==> config.mk <==
export PLATFORM = sky130hd
export DESIGN_NAME = nx_node_core
export DESIGN_NICKNAME = d
export VERILOG_FILES = /design/src/logic/nx_pkg.sv /design/src/logic/nx_node_core.sv
export SDC_FILE = /design/constraint.sdc
export NUM_CORES = 1
export LEC_CHECK = 0
export ABC_AREA = 1
export BUFFER_PORTS_ARGS = -buffer_cell sky130_fd_sc_hd__buf_2
export CAP_MARGIN = 20
export CORE_ASPECT_RATIO = 2
export CORE_UTILIZATION = 49
export DETAILED_ROUTE_END_ITERATION = 12
export GPL_ROUTABILITY_DRIVEN = 0
export PLACE_DENSITY = 0.82
export SLEW_MARGIN = 10
export SYNTH_ARGS = -nofsm -noshare
export SYNTH_HDL_FRONTEND = slang
export SYNTH_SLANG_ARGS = --single-unit
==> constraint.sdc <==
create_clock -name clk_i -period 2.4 [get_ports clk_i]
set_clock_uncertainty 0.15 [all_clocks]
set_input_delay 0.48 -clock clk_i [delete_from_list [all_inputs] [get_ports clk_i]]
set_output_delay 0.48 -clock clk_i [all_outputs]
set_load 0.05 [all_outputs]
==> src/logic/nx_pkg.sv <==
// Widths, encodings and message layout shared across the node
package nx_pkg;

// Instruction word width
localparam int NX_INSTR_W = 15;
// Control entry width
localparam int NX_CTRL_W = 12;
// Message address width and upper bound on store depth
localparam int NX_ADDR_W = 9;
// Single-bit working registers
localparam int NX_REGS = 16;
// Register select field width
localparam int NX_REG_SEL_W = $clog2(NX_REGS);

// Inbound message commands
typedef enum logic [1:0] {
    CMD_LOAD_INSTR,
    CMD_CTRL_WRITE,
    CMD_CTRL_READ,
    CMD_TRIGGER
} nx_cmd_e;

// Two-input logic operations
typedef enum logic [2:0] {
    OP_INVERT, // not of A
    OP_AND,
    OP_NAND,
    OP_OR,
    OP_NOR,
    OP_XOR,
    OP_XNOR,
    OP_COPY    // A passed through
} nx_op_e;

// Packed instruction word
typedef struct packed {
    nx_op_e                  op;
    logic [NX_REG_SEL_W-1:0] src_a;
    logic [NX_REG_SEL_W-1:0] src_b;
    logic [NX_REG_SEL_W-1:0] tgt;
} nx_instr_t;

// Inbound command message
typedef struct packed {
    nx_cmd_e               cmd;
    logic [NX_ADDR_W-1:0]  addr;
    logic [NX_INSTR_W-1:0] data;
} nx_msg_t;

endpackage : nx_pkg

==> src/logic/nx_node_core.sv <==
// Instruction sequencer and logic evaluator
// Walks the instruction list once per trigger over 16 one-bit registers
module nx_node_core (
      input  logic                           clk_i
    , input  logic                           rst_i
    // Run trigger
    , input  logic                           trigger_i
    , input  logic [7:0]                     trig_inputs_i
    , input  logic [nx_pkg::NX_ADDR_W-1:0]   instr_count_i
    // Instruction fetch
    , output logic [nx_pkg::NX_ADDR_W-1:0]   fetch_addr_o
    , output logic                           fetch_rd_o
    , input  nx_pkg::nx_instr_t              fetch_data_i
    , input  logic                           fetch_stall_i
    // Run status and result
    , output logic                           busy_o
    , output logic                           done_o
    , output logic [nx_pkg::NX_REGS-1:0]     regs_o
);

typedef enum logic [1:0] {
    IDLE,
    FETCH,
    EXEC
} state_t;

state_t                        state_q;
// Program counter and count captured at trigger
logic [nx_pkg::NX_ADDR_W-1:0]  pc_q;
logic [nx_pkg::NX_ADDR_W-1:0]  count_q;
logic [nx_pkg::NX_REGS-1:0]    regs_q;
logic                          at_end;
logic                          op_a;
logic                          op_b;
logic                          result;

assign at_end = (pc_q == count_q);

// Status follows the state directly
assign busy_o = (state_q != IDLE);
// Reached the end of the snapshot
assign done_o = (state_q == FETCH) && at_end;

assign fetch_addr_o = pc_q;
assign fetch_rd_o   = (state_q == FETCH) && !at_end;
assign regs_o       = regs_q;

// Operand select and logic op
always_comb begin : p_eval
    op_a   = regs_q[fetch_data_i.src_a];
    op_b   = regs_q[fetch_data_i.src_b];
    result = op_a;
    case (fetch_data_i.op)
        nx_pkg::OP_INVERT: result = ~op_a;
        nx_pkg::OP_AND:    result = op_a & op_b;
        nx_pkg::OP_NAND:   result = ~(op_a & op_b);
        nx_pkg::OP_OR:     result = op_a | op_b;
        nx_pkg::OP_NOR:    result = ~(op_a | op_b);
        nx_pkg::OP_XOR:    result = op_a ^ op_b;
        nx_pkg::OP_XNOR:   result = ~(op_a ^ op_b);
        nx_pkg::OP_COPY:   result = op_a;
    endcase
end

// Run sequencing
always_ff @(posedge clk_i, posedge rst_i) begin : p_seq
    if (rst_i) begin
        state_q <= IDLE;
        pc_q    <= '0;
        count_q <= '0;
        regs_q  <= '0;
    end else begin
        case (state_q)
            IDLE: begin
                // Inputs into the low byte, upper registers carry over
                if (trigger_i) begin
                    regs_q[7:0] <= trig_inputs_i;
                    count_q     <= instr_count_i;
                    pc_q        <= '0;
                    state_q     <= FETCH;
                end
            end
            FETCH: begin
                // Stalled fetch is simply repeated
                if (at_end) begin
                    state_q <= IDLE;
                end else if (!fetch_stall_i) begin
                    state_q <= EXEC;
                end
            end
            EXEC: begin
                regs_q[fetch_data_i.tgt] <= result;
                pc_q                     <= pc_q + 1'b1;
                state_q                  <= FETCH;
            end
            default: state_q <= IDLE;
        endcase
    end
end

endmodule : nx_node_core

==> summary.md, run 1 <==
| Metric | Value |
|---|---|
| Setup violators final | `0` |
| Area after DPL | `2870 sq um` |
| Synth-to-layout area growth | `23.6%` |
| P_leak | `1.60 nW` |
| Share of layout cells above drive strength 1 | `35.5%` |
| Status | `complete, no violations` |
| Storage cell area | `920 sq um` |
| Die Ht | `103 um` |
| Register bit total from synthesis | `36` |
| Syn_nets | `373` |
| Worst slew pin tran | `0.466 ns` |
| Final ANT Viol Nets | `0` |
| Synth Area per Inst | `7.46 sq um` |
| NumNets Final | `446` |
| HPWL after DPL | `5020 um` |
| Hold WS | `0.131 ns` |
| Top cell type's share of synthesized area | `36.2%` |
| Die W | `52.4 um` |
| Most used DFF post-synth | `dfrtp_1` |
| Vias in the first global route | `2357` |
| Logic pwr share | `56.7%` |
| Initial Util | `51.2%` |
| Leading area contributor after synthesis | `dfrtp_1` |
| Commonest cells in the netlist | `82 x nand2_1, 39 x inv_1, 38 x nor2_1` |
| Initial antenna violation count | `0` |
| Period utilization | `98.7%` |
| Final min period | `2.37 ns` |
| Drt pass-1 iters | `4` |
| Setup ws final | `0.0303 ns` |
| Cell Pwr Density | `1140 nW/um^2` |
| Worst-path maximum fanout | `5` |
| Port Buffers | `63` |
| RSZ-0062 raised after global routing | `true` |
| Most numerous cell in the Yosys netlist | `nand2_1` |
| Yosys Warn Count | `0` |
| Rows | `36` |
| Core Area | `4860 sq um` |
| Post-Synthesis Cells | `334` |
| Top cells by area, synth | `dfrtp_1 36%, nand2_1 12%, o21ai_0 6.0%` |
| Final Hold Vio Count | `0` |
| Slew Viols, Final | `0` |
| First-pass GRT wire length | `10100 um` |
| Multi-input combinational cell area | `1420 sq um` |
| Worst setup SP type | `flip-flop` |
| Max transition margin | `69.0%` |
| Fill cell count | `475` |
| Clock sink total | `36` |
| Clk slew on worst S/H paths | `0.07 ns` |
| WP data required | `1.77 ns` |
| ANT cells | `0` |
| DR iter-0 viols | `71` |
| Switching part of the total | `52.0%` |
| Clock group share of total power | `12.8%` |
| DRC | `0` |
| CP Capture Type | `primary output` |
| Gr usage total | `26.1%` |
| Min-Delay Path Class | `input port to async pin` |
| Max Cap Viol | `0` |
| Avg WL per Cell | `14.4 um` |
| Pre-CTS WS | `-0.218 ns` |
| Worst path arrival time | `1.74 ns` |
| Via Count | `2507` |
| Vias per cell | `5.39` |
| Clock Latency Late Sink | `0.29 ns` |
| Fmax | `0.422 GHz` |
| Net Switching | `1.82 mW` |
| Flop pwr share | `30.5%` |
| H-tree depth | `2` |
| Worst Setup Path Type | `flip-flop to primary output` |
| CTS Buf Count | `5` |
| Clock Tree Buf Depth | `2` |
| Post-synth EDFFs | `0` |
| Ports | `64` |
| Die area | `5390 sq um` |
| Max VDD drop | `0.934 mV` |
| Cells on worst reg2reg path | `15` |
| Cell area after layout | `3080 sq um` |
| Int Power | `1.69 mW` |
| Total Wirelength | `6710 um` |
| Netlist cell types | `36` |
| GRT overflow | `0` |
| Largest net degree at the start of global routing | `37` |
| TritonCTS clock tree | `done` |
| Register area share after synthesis | `36.2%` |
| Root buffer cell | `clkbuf_8` |
| Post-synth ARST share | `100%` |
| Post-Syn Area | `2490 sq um` |
-- power by group through the flow --
stage / registers, mW / clock network (mW) / logic, mW
floorplan: 1.51 / 0 / 0.930
global placement: 1.07 / 0 / 1.77
CTS: 1.06 / 0.459 / 1.81
detailed placement: 1.07 / 0 / 1.81
global route: 1.09 / 0.488 / 2.16
finish: 1.07 / 0.448 / 1.99
-- layout by cell type (no fill, tap or decap), types with 2 or more instances in the layout --
| master | synthesis | routed |
|---|---|---|
| clkbuf_8 | 0 | 6 |
| dfrtp_1 | 36 | 21 |
| inv_2 | 4 | 11 |
| a21oi_1 | 12 | 12 |
| nand2_1 | 82 | 79 |
| a31oi_1 | 8 | 8 |
| buf_6 | 2 | 2 |
| nand3_4 | 4 | 4 |
| buf_4 | 1 | 10 |
| nand2_2 | 2 | 5 |
| nand2_4 | 4 | 5 |
| xor2_1 | 4 | 4 |
| ha_1 | 3 | 2 |
| o21ai_0 | 30 | 26 |
| o21ai_1 | 1 | 4 |
| dfrtp_2 | 0 | 15 |
| buf_2 | 1 | 61 |
| inv_1 | 39 | 32 |
| xnor2_1 | 8 | 7 |
| nand3_1 | 19 | 19 |
| nor3_1 | 4 | 3 |
| nand3_2 | 14 | 14 |
| o221ai_1 | 2 | 2 |
| nor2_1 | 38 | 38 |
-- registers in the layout, summed over array words and instances, names as in the netlist --
name	count
state_q	2
regs_o	16
count_q	9
fetch_addr_o	9
-- per-layer routing --
layer  GRT usage [%]  wire length, um
met3            3.83              274
met5               0                0
met4            15.0              302
met1            24.4             2270
met2            50.3             3860
-- through the flow --
step	utilization [%]	TNS [ns]	total power, mW	cells
floorplan	-	0	2.44	334
global placement	59.0	-1.86	2.84	450
detailed placement	59.0	-3.14	2.88	450
CTS	61.0	0	3.34	458
global route	63.3	-0.978	3.75	465
finish	63.3	0	3.51	465
-- logic make-up (layout without fill, tap and decap cells) --
logic type	after synthesis	count (layout)	share of synthesized area (%)
fa+ha+maj	3	3	1.51
simple gates	174	175	36.0
buf+inv	52	125	9.39
flops	36	36	36.2
xor+xnor	12	12	4.22
compound gates	57	57	12.8
-- critical path: stages, from the launching register on --
cell and delay [ns]:
dfrtp_2 0.44, xnor2_1 0.14, nand2_1 0.09, nor4_2 0.32
nand2_2 0.15, nor3_4 0.14, buf_6 0.18
-- cell type report --
cell class	count	share of cell area (%)
clock buffer	7	2.80
multi-input combinational	247	46.2
inverter	44	5.44
sequential	36	29.9
tap	57	2.32
timing repair buffer	73	13.1
clock inverter	1	0.244
-- what timing repair did --
| item | CTS | global route |
|---|---|---|
| pin swaps | 1 | 18 |
| hold buffers | 0 | 0 |
| gates cloned | 0 | 1 |
| buffers inserted | 0 | 6 |
| hold endpoints to repair | 0 | 0 |
| setup endpoints to repair | 3 | 18 |
| gates resized for setup | 2 | 25 |
-- worst paths after layout --
path                                        from         end  slack, ns
worst max-delay path             fetch_addr_o[1]      done_o       0.03
min in group clk_i              instr_count_i[7]  count_q[7]       0.24
max in group asynchronous                  rst_i  regs_o[13]       1.60
worst min-delay path                       rst_i  count_q[7]       0.13
worst min register to register        count_q[5]  count_q[5]       0.34
worst max register to register         regs_o[1]   regs_o[6]       0.04
Power figures use the tool's default switching activity.
==> inputs of run 2 (changes only) <==
--- a/config.mk
+++ b/config.mk
@@ -9,10 +9,11 @@
 export BUFFER_PORTS_ARGS = -buffer_cell sky130_fd_sc_hd__buf_2
 export CAP_MARGIN = 20
 export CORE_ASPECT_RATIO = 2
-export CORE_UTILIZATION = 49
+export CORE_UTILIZATION = 53
 export DETAILED_ROUTE_END_ITERATION = 12
 export GPL_ROUTABILITY_DRIVEN = 0
-export PLACE_DENSITY = 0.82
+export PLACE_DENSITY = 0.87
+export RECOVER_POWER = 100
 export SLEW_MARGIN = 10
 export SYNTH_ARGS = -nofsm -noshare
 export SYNTH_HDL_FRONTEND = slang
==> run 2 against run 1 <==
Compared with the run above: the flow now finishes with violations (negative setup slack); first-iteration DRC count is 7.0% lower; non-clock buffer count is 1 higher; setup slack worse by 0.047 ns; largest cell class unchanged; critical path type is now flip-flop to flip-flop; sequential power hardly changed; via count is 0.64% lower; global-route usage is 0.68 points higher; die area is 7.3% lower; clock power is 2% lower; final cell count is 0.22% lower.
==> summary.md, run 2 (synthesis results as in run 1) <==
| Metric | Value |
|---|---|
| Status | `finished, violations left` |
| Violated checks | `negative setup slack` |
| Max transition margin | `39.6%` |
| Vias per cell | `5.37` |
| Final Hold Vio Count | `0` |
| Capture point of the worst reg-to-reg path | `regs_o[7]` |
| RSZ-0062 raised after global routing | `true` |
| DR iter-0 viols | `66` |
| R2R setup slack | `-0.02 ns` |
| Max reg flops | `16` |
| Area after DPL | `2870 sq um` |
| Worst Setup Path Type | `flip-flop to flip-flop` |
| Reg-to-Reg Start | `regs_o[1]` |
| Slowest cell on crit path | `dfrtp_2` |
| Worst-path maximum fanout | `8` |
| Critical path's largest stage delay | `0.41 ns` |
| Period utilization | `101%` |
| Setup violators final | `5` |
| Die W | `50.5 um` |
| Ports | `64` |
| Commonest non-fill, non-tap cell in the layout | `nand2_1` |
| Port Buffers | `63` |
| DRC | `0` |
| Vias in the first global route | `2368` |
| NumNets Final | `447` |
| Hold depth | `3` |
| Share of layout cells above drive strength 1 | `28.6%` |
| Die area | `5000 sq um` |
| Fmax | `0.414 GHz` |
| Rows | `35` |
| Via Count | `2491` |
| Final Util | `66.8%` |
| Cell area after layout | `3040 sq um` |
| Worst setup SP type | `flip-flop` |
| Clock Latency Late Sink | `0.29 ns` |
| Hold_buf cts | `0` |
| Core Area | `4550 sq um` |
| Clock sink total | `36` |
| WP data required | `2.43 ns` |
| Setup ws final | `-0.0165 ns` |
| Clk slew on worst S/H paths | `0.07 ns` |
| Clock Tree Buf Depth | `2` |
| Worst path arrival time | `2.44 ns` |
| P_leak | `1.49 nW` |
| Worst slew pin tran | `0.906 ns` |
| Total Wirelength | `6580 um` |
| Cell Pwr Density | `1110 nW/um^2` |
| Slew Viols, Final | `0` |
| ANT cells | `0` |
| Initial antenna violation count | `0` |
| Initial Util | `54.7%` |
| Critical-path cell list | `inv_2 > a21oi_1 > o21ai_0 > nand2_1 > o221ai_1 > nand2_2 > inv_2 > ha_4 > nand2_2 > o21ai_2 > o211a_1 > a21oi_4 > nand2_4 > nand3_2 > nand2_1` |
| Cells on worst reg2reg path | `15` |
| Max Cap Viol | `0` |
| Largest net degree at the start of global routing | `37` |
| TritonCTS clock tree | `done` |
| Critical path buffers and inverters | `2` |
| Root buffer cell | `clkbuf_8` |
| Synth-to-layout area growth | `22.1%` |
| GRT overflow | `0` |
| Final min period | `2.42 ns` |
| Most frequent cells in the layout | `81 x nand2_1, 39 x nor2_1, 36 x buf_2, 34 x inv_1, 27 x clkbuf_1` |
| CTS Buf Count | `5` |
| Worst min-delay path startpoint | `instr_count_i[6]` |
| Min-Delay Path Class | `input port to flip-flop` |
| Final ANT Viol Nets | `0` |
| Gr usage total | `26.8%` |
| Max VDD drop | `0.790 mV` |
| Avg WL per Cell | `14.2 um` |
| HPWL after DPL | `4960 um` |
| Hold worst-path end | `count_q[6]` |
| First-pass GRT wire length | `10100 um` |
| Die Ht | `99.0 um` |
| Setup TNS | `-0.0466 ns` |
| H-tree depth | `2` |
| Crit path max-delay family | `compound AO/OA/AOI/OAI gates` |
| CP Capture Type | `flip-flop` |
| Drt pass-1 iters | `4` |
==> run 2: final cells by class <==
class,count,area [sq um]
Clock buffer,7,86.3
Clock inverter,1,7.51
Fill cell,422,1510
Inverter,44,168
Multi-Input combinational cell,247,1430
Sequential cell,36,918
Tap cell,55,68.8
Timing Repair Buffer,74,365
==> run 2: tightest hold or removal path, stage by stage <==
cell and delay (ns):
buf_2 0.07, nand2_1 0.04, nand2_1 0.05
==> run 2: how the worst max path moves through the flow <==
| stage | endpoint | from | cells after the start |
|---|---|---|---|
| after floorplan | regs_o[0] | regs_o[10] | 14 |
| after global placement | regs_o[11] | fetch_data_i[4] | 15 |
| after detailed placement | regs_o[10] | fetch_data_i[4] | 15 |
| after CTS | regs_o[10] | regs_o[6] | 15 |
| after global routing | regs_o[7] | regs_o[1] | 15 |
| final | regs_o[7] | regs_o[1] | 15 |
==> run 2: timing repair <==
action,in CTS,in global routing
hold endpoints to repair,0,0
resized for setup,1,28
gates cloned,0,1
buffers inserted,0,7
endpoints found under the setup margin,1,18
pin swaps,0,12
==> run 2: metrics by stage <==
stage / setup WS (ns) / hold slack [ns] / total power [mW] / std cells
floorplan: 0.000786 / 0.311 / 2.44 / 334
detailed placement: -0.223 / 0.328 / 2.87 / 448
finish: -0.0165 / 0.243 / 3.37 / 464
CTS: 0.0176 / 0.153 / 3.32 / 456
global placement: -0.123 / 0.323 / 2.83 / 448
global route: -0.117 / 0.231 / 3.60 / 464
==> run 2: metal layers <==
metal	track usage (%)	wire, um
met5	0	0
met4	14.3	266
met3	3.86	227
met2	52.9	3870
met1	24.4	2210
==> run 2: report_power, final <==
group / total, mW / switching [mW] / internal [mW]
registers: 1.07 / 0.212 / 0.855
clock network: 0.441 / 0.208 / 0.233
logic: 1.86 / 1.35 / 0.510
